[src/logic/icache_pkg.sv]
package icache_pkg;

	localparam int ADDR_W = 32; // one word
	localparam int WAYS = 4;

	typedef logic [ADDR_W-1:0] word_t;
	typedef logic [1:0] way_idx_t;
	typedef logic [WAYS-1:0] way_mask_t;

	// [2] root, [1] leaf of ways 0/1, [0] leaf of ways 2/3
	typedef logic [2:0] plru_t;

	typedef enum logic [2:0] {
		INVALIDATING,
		IDLE,
		REQUEST,
		RECEIVING,
		REFILL
	} refill_state_t;

	typedef struct packed {
		logic valid;
		word_t line_addr; // word address, offset bits zero
	} mem_req_t;

	typedef struct packed {
		logic valid;
		logic last;
		word_t data;
	} mem_resp_t;

endpackage

[src/logic/icache_lookup.sv]
`timescale 1ns/1ps

module icache_lookup #(
	parameter int LINE_WORDS = 8,
	parameter int SETS = 64,
	localparam int IDX_W = $clog2(SETS),
	localparam int OFF_W = $clog2(LINE_WORDS),
	localparam int TAG_W = icache_pkg::ADDR_W - IDX_W - OFF_W
) (
	input  logic i_clk,
	input  logic i_rst,
	input  logic i_valid,
	input  icache_pkg::word_t i_addr,
	input  logic i_busy,
	input  icache_pkg::way_mask_t i_rvalid,
	input  logic [icache_pkg::WAYS-1:0][TAG_W-1:0] i_rtags,
	input  icache_pkg::word_t [icache_pkg::WAYS-1:0] i_rdata,
	input  logic i_fwd_valid,
	input  icache_pkg::word_t i_fwd_data,
	output logic [IDX_W+OFF_W-1:0] o_raddr,
	output logic o_hit_touch,
	output icache_pkg::way_idx_t o_hit_way,
	output logic [IDX_W-1:0] o_set,
	output logic o_miss,
	output icache_pkg::word_t o_miss_addr,
	output logic o_valid,
	output icache_pkg::word_t o_data
);
	import icache_pkg::*;

	logic stall;
	logic s1_valid;
	word_t s1_addr;
	logic s2_valid;
	word_t s2_addr;
	way_mask_t hit_mask;
	logic s2_hit;

	assign stall = i_busy || o_miss;

	always_ff @(posedge i_clk) begin
		if (i_rst) begin
			s1_valid <= 1'b0;
			s2_valid <= 1'b0;
		end else begin
			if (!stall) begin
				s1_valid <= i_valid;
			end
			s2_valid <= s1_valid && !stall; // a miss is handed to refill
		end
	end

	always_ff @(posedge i_clk) begin
		if (!stall) begin
			s1_addr <= i_addr;
			s2_addr <= s1_addr;
		end
	end

	// stage 1's line is read every cycle, so a held request sees the refilled tags
	assign o_raddr = s1_addr[IDX_W+OFF_W-1:0];

	always_comb begin
		for (int w = 0; w < WAYS; w++) begin
			hit_mask[w] = i_rvalid[w] && i_rtags[w] == s2_addr[ADDR_W-1 -: TAG_W];
		end
	end

	always_comb begin
		o_hit_way = '0;
		for (int w = 0; w < WAYS; w++) begin
			if (hit_mask[w]) begin
				o_hit_way = way_idx_t'(w);
			end
		end
	end

	assign s2_hit = s2_valid && |hit_mask;
	assign o_hit_touch = s2_hit;
	assign o_miss = s2_valid && !(|hit_mask);
	assign o_miss_addr = s2_addr;
	assign o_set = s2_addr[OFF_W +: IDX_W];

	always_ff @(posedge i_clk) begin
		if (i_rst) begin
			o_valid <= 1'b0;
		end else begin
			o_valid <= s2_hit || i_fwd_valid;
		end
	end

	always_ff @(posedge i_clk) begin
		if (i_fwd_valid) begin
			o_data <= i_fwd_data;
		end else if (s2_hit) begin
			o_data <= i_rdata[o_hit_way];
		end
	end

endmodule

[config.mk]
export PLATFORM = sky130hd
export DESIGN_NAME = icache_lookup
export DESIGN_NICKNAME = d
export VERILOG_FILES = /design/src/logic/icache_pkg.sv /design/src/logic/icache_lookup.sv
export SDC_FILE = /design/constraint.sdc
export NUM_CORES = 1
export LEC_CHECK = 0
export ABC_AREA = 0
export BUFFER_PORTS_ARGS = -buffer_cell sky130_fd_sc_hd__buf_2
export CAP_MARGIN = 0
export CORE_AREA = 2 2 148 150
export CTS_CLUSTER_SIZE = 40
export DETAILED_ROUTE_END_ITERATION = 8
export DIE_AREA = 0 0 150 152
export HOLD_SLACK_MARGIN = 0.1
export MAX_ROUTING_LAYER = met4
export PLACE_DENSITY_LB_ADDON = 0.3
export SYNTH_ARGS = -nofsm -noshare
export SYNTH_HDL_FRONTEND = slang
export SYNTH_SLANG_ARGS = --single-unit
[constraint.sdc]
create_clock -name i_clk -period 9.68 [get_ports i_clk]
set_input_delay 2.904 -clock i_clk [delete_from_list [all_inputs] [get_ports i_clk]]
set_output_delay 2.904 -clock i_clk [all_outputs]
set_load 0.03 [all_outputs]
---- Word level (Yosys, flattened, before mapping) ----
Index checks and enable logic that the tools add are counted.
cells by class
  muxes and demuxes ....................... 7
  magnitude comparators ................... 1
  reduce and logical (&&, ||, !) cells .... 13
  equality and inequality tests ........... 4
operator list
  kind                                                                   count
  32-bit 2-to-1 mux                                                      3
  23-bit equality test                                                   4
  32-bit binary-select mux with 2-bit select                             1
  1-bit logical AND                                                      7
  2-bit 2-to-1 mux                                                       2
  4-bit OR reduction                                                     1
  2-bit by 3-bit < comparator with 1-bit output (second input constant)  1
  1-bit zero test                                                        2
  1-bit logical OR                                                       2
  2-bit nonzero test                                                     1
  1-bit 2-to-1 mux                                                       1
storage, ports and cells
  logic and storage cells ................. 31
  input bits .............................. 293
  register bits ........................... 99
  output and inout port bits .............. 84

---- Depth between registers and ports, before layout ----
Gate-level depths: netlist of the first run.
  word-level depth ........................ 9
  depth in mapped cells ................... 9
  gate-level depth less buffers ........... 6

---- Worst setup path before layout of the first run ----
Ideal clock, no wire load.
  kind .................................... input port to flip-flop
  start point ............................. in i_rtags[4] (netlist bit)
  end point ............................... reg s2_addr[0] (netlist: o_miss_addr[0]) (enable)
  buffers on the path ..................... 0
  path slack .............................. 2,014 ps
  setup time .............................. 508 ps
  stages .................................. 6
  data required time ...................... 9,172 ps
  arrival ................................. 7,159 ps
  cells stage by stage .................... xnor2_1 > nand4_1 > or4_4 > nor3_4 > nor4_4 > a21oi_1
on the way
  word-level cells in the longest chain between the ends .. 6
RTL lines
  item                    line                 text
  start: declaration      icache_lookup.sv:16  input logic [icache_pkg::WAYS-1:0][TAG_W-1:0] i_rtags,
  23-bit equality test    icache_lookup.sv:65  hit_mask[w] = i_rvalid[w] && i_rtags[w] == s2_addr[ADDR_W-1 -: TAG_W];
  1-bit logical AND       icache_lookup.sv:65
  4-bit OR reduction      icache_lookup.sv:80  assign o_miss = s2_valid && !(|hit_mask);
  1-bit zero test         icache_lookup.sv:80
  1-bit logical AND       icache_lookup.sv:80
  1-bit logical OR        icache_lookup.sv:39  assign stall = i_busy || o_miss;
  end signal: assignment  icache_lookup.sv:56  s2_addr <= s1_addr;
  end: declaration        icache_lookup.sv:35  word_t s2_addr;
Every way passes these cells.
A chain may end at the register's enable or synchronous reset.

---- Worst setup path in the final report of the first run ----
  start point ............................. in i_rtags[76] (netlist bit)
  end point ............................... out o_miss
on the way
  word-level cells in the longest chain between the ends .. 5
RTL lines
  item                  line                 text
  23-bit equality test  icache_lookup.sv:65
  1-bit logical AND     icache_lookup.sv:65
  4-bit OR reduction    icache_lookup.sv:80
  1-bit zero test       icache_lookup.sv:80
  1-bit logical AND     icache_lookup.sv:80
  end: declaration      icache_lookup.sv:24  output logic o_miss,
Every way passes these cells.

==> results of run 1 <==
cells in the final DEF (no fill, tap or decap), types with 3 or more instances in the layout:
| cell type | n |
|---|---|
| a211oi_1 | 32 |
| nand4_1 | 26 |
| xor2_1 | 33 |
| nor2b_1 | 32 |
| nand2_1 | 6 |
| and2_1 | 3 |
| o31ai_1 | 13 |
| diode_2 | 6 |
| buf_2 | 376 |
| xnor2_1 | 59 |
| nor2_1 | 36 |
| a22oi_1 | 32 |
| dfxtp_1 | 3 |
| and3_1 | 32 |
| buf_4 | 8 |
| o31ai_2 | 20 |
| edfxtp_1 | 96 |
| clkbuf_16 | 9 |
| clkinv_4 | 4 |
| nor4_1 | 14 |
final cells by class:
class / count / area, um^2
repair buffers: 384 / 1940
diodes: 6 / 15.0
flip-flops and latches: 99 / 2940
well taps: 280 / 350
multi-input cells: 364 / 2730
clock inverters: 6 / 62.6
fillers: 2167 / 13100
clock buffers: 9 / 225
inverters: 2 / 7.51
state kept, by name, indices dropped and copies added, names as in the netlist:
| name | count |
|---|---|
| s1_addr | 32 |
| o_data | 32 |
| s1_valid | 1 |
| s2_valid | 1 |
| o_valid | 1 |
| o_miss_addr | 32 |
final timing paths:
| check | startpoint | endpoint | slack (ns) | depth (start not counted) |
|---|---|---|---|---|
| max reg2reg | o_miss_addr[22] | o_miss_addr[11] | 6.12 | 8 |
| min reg2reg | s1_addr[15] | o_miss_addr[15] | 0.41 | 0 |
| max | i_rtags[76] | o_miss | 1.75 | 9 |
| min | s1_addr[15] | o_miss_addr[15] | 0.41 | 0 |
cells by family after synthesis:
kind of cell / after synthesis / synth area share
flops: 99 / 0.497
mux: 2 / 0.00359
simple gates: 166 / 0.169
xor+xnor: 92 / 0.136
buf+inv: 48 / 0.0455
compound gates: 104 / 0.149
Yosys cell counts, types with 2 or more instances:
master    number
or4_1          2
nand2b_1       2
inv_1          2
clkbuf_1      16
nand2_1        6
nand4_1       26
and2_1         3
a21oi_1        2
edfxtp_1      96
xnor2_1       59
a211oi_1      32
buf_4         18
xor2_1        33
buf_2         11
and3_1        32
nor2b_1       32
a22oi_1       32
nor4_4         2
and4_1         2
nor4_1        14
o31ai_2       20
dfxtp_1        3
or4_4          2
o31ai_1       13
nor2_1        37
routing by layer:
layer  GRT usage  vias to the layer above  routed length [um]
li1            -                     2646                   -
met1       0.206                     2545                8580
met2       0.354                      270               11900
met3      0.0535                       22                1900
met4      0.0615                        0                 382
met5           -                        -                   0
power breakdown:
part	internal [mW]	switching, mW
logic	0.102	0.137
clock network	0.179	0.176
registers	0.505	0.0238
total	0.786	0.337
worst reg2reg max path, cell delays in order (launching register included):
cell and delay (ns):
edfxtp_1 0.59, xnor2_1 0.29, nand4_1 0.13, nor4bb_1 0.51, and4_1 0.25, buf_4 0.40, nor4_4 0.16, a21oi_4 0.16
buf_4 0.64
per-stage QoR:
stage	area, um^2	total power [mW]	cells	worst slack [ns]	hold WS, ns
final	8280	1.12	1150	1.75	0.414
after CTS	8260	1.14	1144	1.65	0.415
after floorplan	5920	0.667	511	2.01	0.400
after detailed placement	7980	0.780	1129	1.65	0.405
after global routing	8280	1.18	1150	1.57	0.415
after global placement	7980	0.777	1129	1.69	0.400
==> impl_metrics.py, run 1 <==
metrics = {
    "timing": {
        "finalHoldViolations": 0,
        "slew_violations": 0,
        "min_period_ns": 7.93,
        "tns_ns": 0,
        "max_slew_margin": 0.349,
        "fmax_ghz": 0.126,
        "fin_crit_sh": 0.820,
        "setup_viol": 0,
        "tightestPinTransition_ns": 0.977,
        "fin_worst_skew_ns": 0.0123,
        "rsz0062_at_grt": "false",
    },
    "critical_path": {
        "worstPathCellList": "buf_2 -> xnor2_1 -> nand4_1 -> nor4bb_1 -> and4_1 -> buf_4 -> nor4_4 -> and2_1 -> buf_2",
        "critical_path_arrival_ns": 5.03,
        "max_stage_delay_ns": 0.51,
        "path_common_cell": "buf_2",
        "cp_slowest_cell": "nor4bb_1",
        "crit_family": "simple AND/OR/NAND/NOR gates",
        "critPathCaptureType": "output port",
        "startpoint_type": "primary input",
        "critPathRequiredTime_ns": 6.78,
        "cp_max_fo": 33,
        "critPathKind": "primary input to output port",
        "crit_buf_inv": 3,
    },
    "synthesis": {
        "async_reset_ff_frac": 0,
        "synth_warnings": 0,
        "syn_nets": 804,
        "yosys.area.top_type_share": 0.487,
        "dominantRegCellSynth": "edfxtp_1",
        "synthesis.area_um2": 5920,
        "ys_seq_area_frac": 0.497,
        "synth_edf_count": 96,
        "ys_ff_latch": 99,
        "synth_cell_types": 39,
        "synth_area_leaders": "edfxtp_1 (49%), xnor2_1 (8.7%), xor2_1 (4.9%)",
        "netlist.top_cell.by_area": "edfxtp_1",
        "synthCells": 511,
        "syn_area_per_cell_um2": 11.6,
    },
    "die": {
        "die_w_um": 150,
        "row_count": 54,
        "coreArea_um2": 21400,
        "fp.dieH_um": 152,
        "io_pins": 377,
        "dieArea_um2": 22800,
        "start_util": 0.277,
    },
    "route": {
        "first_pass_iters": 4,
        "detail-route-antenna-nets": 0,
        "num_vias": 5483,
        "drtIter0Drc": 181,
        "routedWlPerCell_um": 19.8,
        "drc": 0,
        "via_per_inst": 4.77,
        "wirelength_mm": 22.8,
    },
    "global_routing": {
        "grt_util_all_layers": 0.197,
        "grt_pass1_wl_mm": 32.2,
        "grt.overflow.total": 0,
        "antenna_found_initial": 6,
        "grt_max_degree": 68,
        "grt_pass1_vias": 5622,
    },
    "power_and_ir_drop": {
        "ir_drop_uv": 77.2,
        "power_density_nw_per_um2": 136,
        "p_leak_nw": 3.56,
    },
    "place": {
        "port_buffers": 376,
        "dpl.hpwl_mm": 18.1,
        "finalWeightedCongestion": 0.914,
    },
    "job": {
        "max_cap_viol_count": 0,
    },
    "cells_and_area": {
        "finish.utilization": 0.388,
        "drive_above_1_share": 0.498,
        "final_net_count": 1153,
        "area_growth_pct": 39.9,
    },
    "clock_network": {
        "post_cts_buffers": 0,
        "cts_buffers": 9,
        "cts_resized": 0,
        "cts_tree": "built",
        "clkLatencyLatePin_ns": 0.35,
        "ctsLongestPathBuffers": 2,
        "h-tree-depth": 3,
        "clk_pin_slew_ns": 0.08,
        "cts_hold_buf": 0,
        "clockRootBuffer": "clkbuf_16",
        "cts.sinks": 99,
    },
    "hold_path": {
        "hold_path.class": "flip-flop to flip-flop",
    },
    "run_status": {
        "outcome": "finished clean",
    },
}
No activity file was read; power rests on OpenSTA's default activity.
==> run 2: changes to the inputs <==
==> constraint.sdc (replaced) <==
create_clock -name i_clk -period 7.8 [get_ports i_clk]
set_input_delay 2.34 -clock i_clk [delete_from_list [all_inputs] [get_ports i_clk]]
set_output_delay 2.34 -clock i_clk [all_outputs]
set_load 0.03 [all_outputs]
==> run 2 against run 1 <==
Non-clock buffer count stayed put. Sequential power increased by 24%. Sequential cell count unchanged. Register-to-register slack worse by 1.8 ns. Sequential share of layout area barely moved. Cell area hardly changed. Combinational power increased by 24%. Clock-buffer cell count unchanged. Core utilization about the same. Routed wire length is 1.1% lower. Highest routed layer unchanged.
==> impl_metrics.py, run 2 (synthesized netlist as in run 1, its figures left out) <==
metrics = {
    "run_status": {
        "outcome": "finished clean",
    },
    "clock_network": {
        "cts_tree": "built",
        "cts.sinks": 99,
        "cts_resized": 0,
        "cts_buffers": 9,
        "h-tree-depth": 3,
        "clk_pin_slew_ns": 0.08,
        "clkLatencyLatePin_ns": 0.36,
        "cts_hold_buf": 0,
        "ctsLongestPathBuffers": 2,
        "post_cts_buffers": 0,
        "clockRootBuffer": "clkbuf_16",
    },
    "route": {
        "first_pass_iters": 6,
        "wirelength_mm": 22.5,
        "num_vias": 5483,
        "detail-route-antenna-nets": 0,
        "via_per_inst": 4.78,
        "drc": 0,
        "drtIter0Drc": 211,
        "routedWlPerCell_um": 19.6,
    },
    "power_and_ir_drop": {
        "power_frac_clock": 0.324,
        "power.switching_uw": 428,
        "switching_share": 0.304,
        "p_leak_nw": 3.56,
        "pwr-share-comb": 0.211,
        "pwr-share-seq": 0.465,
        "p_int_uw": 979,
        "power_density_nw_per_um2": 170,
        "ir_drop_uv": 93.6,
    },
    "die": {
        "coreArea_um2": 21400,
        "start_util": 0.277,
        "dieArea_um2": 22800,
        "fp.dieH_um": 152,
        "row_count": 54,
        "die_w_um": 150,
        "io_pins": 377,
    },
    "critical_path": {
        "crit-reg2reg-launch": "o_miss_addr[22]",
        "critPathCaptureType": "output port",
        "cp_max_fo": 34,
        "critical_path_arrival_ns": 4.42,
        "critPathRequiredTime_ns": 5.46,
        "startpoint_type": "primary input",
        "critPathKind": "primary input to output port",
        "reg2regPathDepth": 8,
        "timing.rr.end": "o_miss_addr[20]",
        "regToRegSetupSlack_ns": 4.36,
    },
    "cells_and_area": {
        "final_cell_mix": "buf_2 (376), edfxtp_1 (96), xnor2_1 (59)",
        "final_net_count": 1153,
        "area_growth_pct": 39.9,
        "finish.utilization": 0.388,
        "final_common_cell": "buf_2",
        "drive_above_1_share": 0.498,
    },
    "place": {
        "port_buffers": 376,
        "dpl.hpwl_mm": 18.1,
        "finalWeightedCongestion": 0.846,
    },
    "hold_path": {
        "hold_path.class": "flip-flop to flip-flop",
        "holdPathStages": 0,
        "hp-start": "s1_addr[9]",
        "whs_endpoint": "o_miss_addr[9]",
    },
    "timing": {
        "max_slew_margin": 0.350,
        "rsz0062_at_grt": "false",
        "tns_ns": 0,
        "fin_crit_sh": 0.867,
        "fin_worst_hold_slack_ns": 0.419,
        "finalHoldViolations": 0,
        "setup_viol": 0,
        "fin_worst_skew_ns": 0.0135,
        "min_period_ns": 6.76,
        "tightestPinTransition_ns": 0.972,
        "slew_violations": 0,
        "fmax_ghz": 0.148,
    },
    "global_routing": {
        "antenna_found_initial": 2,
        "grt_util_all_layers": 0.193,
        "grt.overflow.total": 0,
        "grt_pass1_vias": 5545,
        "grt_pass1_wl_mm": 31.7,
        "grt_max_degree": 68,
    },
    "job": {
        "max_cap_viol_count": 0,
    },
}
-- run 2: layout make-up --
class	count	area [um^2]
fillers	2160	13100
inverters	2	7.51
clock buffers	9	225
flip-flops and latches	99	2940
clock inverters	7	72.6
repair buffers	384	1940
well taps	280	350
multi-input cells	364	2730
diodes	1	2.50
-- run 2: routing by layer --
metal  vias to the layer above  part of all wire  routed length [um]  GRT usage
met4                         0             0.032                 722     0.0800
met1                      2512              0.38                8510      0.207
met3                        33             0.077                1740     0.0387
met5                         -                 0                   0          -
met2                       303              0.51               11500      0.344
li1                       2635                 -                   -          -
-- run 2: worst max-delay path by stage --
stage | from | end | slack, ns | cells after the start
final | i_rtags[36] | o_hit_way[0] | 1.04 | 9
after global routing | i_rtags[36] | o_hit_way[0] | 0.80 | 9
after CTS | i_rtags[74] | o_hit_touch | 0.89 | 8
after detailed placement | i_rtags[74] | o_hit_touch | 0.89 | 8
after global placement | i_rtags[69] | o_hit_touch | 0.86 | 8
after floorplan | i_rtags[4] | o_miss_addr[0] | 0.70 | 6
-- run 2: power groups by stage --
| stage | Combinational (mW) | Clock (mW) | Sequential (mW) |
|---|---|---|---|
| global placement | 0.298 | 0 | 0.667 |
| detailed placement | 0.300 | 0 | 0.668 |
| CTS | 0.301 | 0.472 | 0.656 |
| floorplan | 0.117 | 0 | 0.712 |
| finish | 0.297 | 0.456 | 0.655 |
| global route | 0.321 | 0.488 | 0.659 |
-- run 2: stage by stage --
step / instance area, um^2 / std cells / worst slack (ns) / total power, mW
after global routing: 8280 / 1146 / 0.804 / 1.47
after floorplan: 5920 / 511 / 0.698 / 0.828
final: 8280 / 1146 / 1.04 / 1.41
after CTS: 8270 / 1145 / 0.889 / 1.43
after global placement: 7980 / 1129 / 0.855 / 0.964
after detailed placement: 7980 / 1129 / 0.893 / 0.968
-- run 2: critical path, cell delays in order --
cell and delay (ns):
buf_2 0.10, xnor2_1 0.13, nand4_1 0.26, nor4_4 0.41, buf_4 0.39, nand2_1 0.09
buf_4 0.26, o21ai_1 0.20, buf_2 0.22
==> run 3: changes to the inputs <==
==> constraint.sdc (replaced) <==
create_clock -name i_clk -period 7.8 [get_ports i_clk]
set_input_delay 1.56 -clock i_clk [delete_from_list [all_inputs] [get_ports i_clk]]
set_output_delay 1.56 -clock i_clk [all_outputs]
set_load 0.03 [all_outputs]
==> run 3 against run 2 <==
Combinational power hardly changed. Cell area is 0.12% lower. Sequential share of layout area hardly changed. Sequential power hardly changed. Core utilization hardly changed. Setup slack better by 1.3 ns. Global-route usage is 0.47 points higher. Register-to-register slack worse by 0.80 ns. Routed wire length is 1.0% higher. Clock skew is 0.0012 ns higher.
==> impl_metrics.py, run 3 (synthesized netlist as in run 1, its figures left out) <==
metrics = {
    "power_and_ir_drop": {
        "power_frac_clock": 0.318,
        "pwr-share-seq": 0.469,
        "power_mw": 1.40,
        "ir_drop_uv": 97.7,
        "switching_share": 0.302,
        "power.switching_uw": 422,
        "pwr-share-comb": 0.213,
        "p_leak_nw": 3.56,
        "p_int_uw": 975,
        "power_density_nw_per_um2": 169,
    },
    "cells_and_area": {
        "drive_above_1_share": 0.498,
        "final_common_cell": "buf_2",
        "fill_cells": 2142,
        "design_area_um2": 8270,
        "final_net_count": 1153,
        "final_cell_mix": "buf_2 (376), edfxtp_1 (96), xnor2_1 (59)",
        "area_growth_pct": 39.7,
        "stdcell_count": 1147,
    },
    "timing": {
        "rsz0062_at_grt": "false",
        "finalHoldViolations": 0,
        "fin_worst_hold_slack_ns": 0.421,
        "fin_worst_skew_ns": 0.0148,
        "slew_violations": 0,
        "fmax_ghz": 0.184,
        "min_period_ns": 5.42,
        "setup_viol": 0,
        "tightestPinTransition_ns": 0.971,
        "max_slew_margin": 0.351,
        "fin_crit_sh": 0.695,
        "tns_ns": 0,
    },
    "die": {
        "row_count": 54,
        "coreArea_um2": 21400,
        "dieArea_um2": 22800,
        "start_util": 0.277,
        "fp.dieH_um": 152,
        "die_w_um": 150,
        "io_pins": 377,
    },
    "route": {
        "drc": 0,
        "routedWlPerCell_um": 19.8,
        "wirelength_mm": 22.7,
        "detail-route-antenna-nets": 0,
        "drtIter0Drc": 171,
        "first_pass_iters": 4,
        "via_per_inst": 4.78,
        "num_vias": 5486,
    },
    "place": {
        "port_buffers": 376,
        "placed_cell_area_um2": 7980,
        "finalWeightedCongestion": 0.883,
        "dpl.hpwl_mm": 18.3,
        "dp_cells": 1129,
    },
    "clock_network": {
        "clkLatencyLatePin_ns": 0.35,
        "h-tree-depth": 3,
        "cts_resized": 0,
        "clockRootBuffer": "clkbuf_16",
        "cts.sinks": 99,
        "cts_tree": "built",
        "cts_hold_buf": 0,
        "cts_buffers": 9,
        "ctsLongestPathBuffers": 2,
        "clk_pin_slew_ns": 0.07,
        "post_cts_buffers": 0,
    },
    "critical_path": {
        "cp_max_fo": 33,
        "worstPathCellList": "buf_2 -> xor2_1 -> nor4_1 -> nand4_1 -> nor2_4 -> buf_4 -> nor4_4 -> and2_1 -> buf_2",
        "timing.rr.end": "o_miss_addr[27]",
        "reg2regPathDepth": 8,
        "crit_family": "simple AND/OR/NAND/NOR gates",
        "critical_path_arrival_ns": 3.86,
        "max_stage_delay_ns": 0.75,
        "crit-reg2reg-launch": "o_miss_addr[10]",
        "critPathKind": "primary input to output port",
        "path_common_cell": "buf_2",
        "critPathCaptureType": "output port",
        "crit_buf_inv": 3,
        "regToRegSetupSlack_ns": 3.56,
        "startpoint_type": "primary input",
        "setup.worst_path.start": "i_rtags[47]",
        "cp_slowest_cell": "nor4_1",
        "critPathRequiredTime_ns": 6.24,
    },
    "hold_path": {
        "whs_endpoint": "o_miss_addr[13]",
        "hp-start": "s1_addr[13]",
        "holdPathStages": 0,
        "hold_path.class": "flip-flop to flip-flop",
    },
    "run_status": {
        "outcome": "finished clean",
    },
    "global_routing": {
        "grt.overflow.total": 0,
        "antenna_found_initial": 4,
        "grt_pass1_wl_mm": 32.4,
        "grt_util_all_layers": 0.198,
        "grt_pass1_vias": 5615,
        "grt_max_degree": 68,
    },
    "job": {
        "max_cap_viol_count": 0,
    },
}
run 3: final cells by class:
class,instances,area (um^2),area share
sequential,99,2940,0.356
tap,280,350,0.0424
multi-input combinational,364,2730,0.331
timing repair buffer,384,1940,0.235
antenna,3,7.51,0.000908
clock inverter,6,57.6,0.00696
inverter,2,7.51,0.000908
clock buffer,9,225,0.0272
run 3: per-stage QoR:
stage | util | setup WS, ns
2_1_floorplan | - | 1.48
3_3_place_gp | 0.374 | 2.30
3_5_place_dp | 0.374 | 2.35
4_1_cts | 0.387 | 2.36
5_1_grt | 0.387 | 2.19
6_report | 0.387 | 2.38
run 3: worst max path at each step:
stage | endpoint | slack (ns) | cells after the start
2_1_floorplan | o_miss_addr[0] | 1.48 | 6
3_3_place_gp | o_miss | 2.30 | 9
3_5_place_dp | o_miss | 2.35 | 9
4_1_cts | o_miss | 2.36 | 9
5_1_grt | o_miss | 2.19 | 9
6_report | o_miss | 2.38 | 9
run 3: per-layer routing:
metal | global-route usage | vias up | routed length, um
met2 | 0.362 | 276 | 11900
met5 | - | - | 0
met4 | 0.0512 | 0 | 437
met1 | 0.210 | 2548 | 8540
li1 | - | 2638 | -
met3 | 0.0505 | 24 | 1810
run 3: power by group through the flow:
| stage | logic [mW] | registers, mW | clock network (mW) |
|---|---|---|---|
| floorplan | 0.117 | 0.712 | 0 |
| global placement | 0.300 | 0.667 | 0 |
| detailed placement | 0.301 | 0.668 | 0 |
| CTS | 0.302 | 0.656 | 0.463 |
| global route | 0.322 | 0.660 | 0.479 |
| finish | 0.298 | 0.655 | 0.444 |
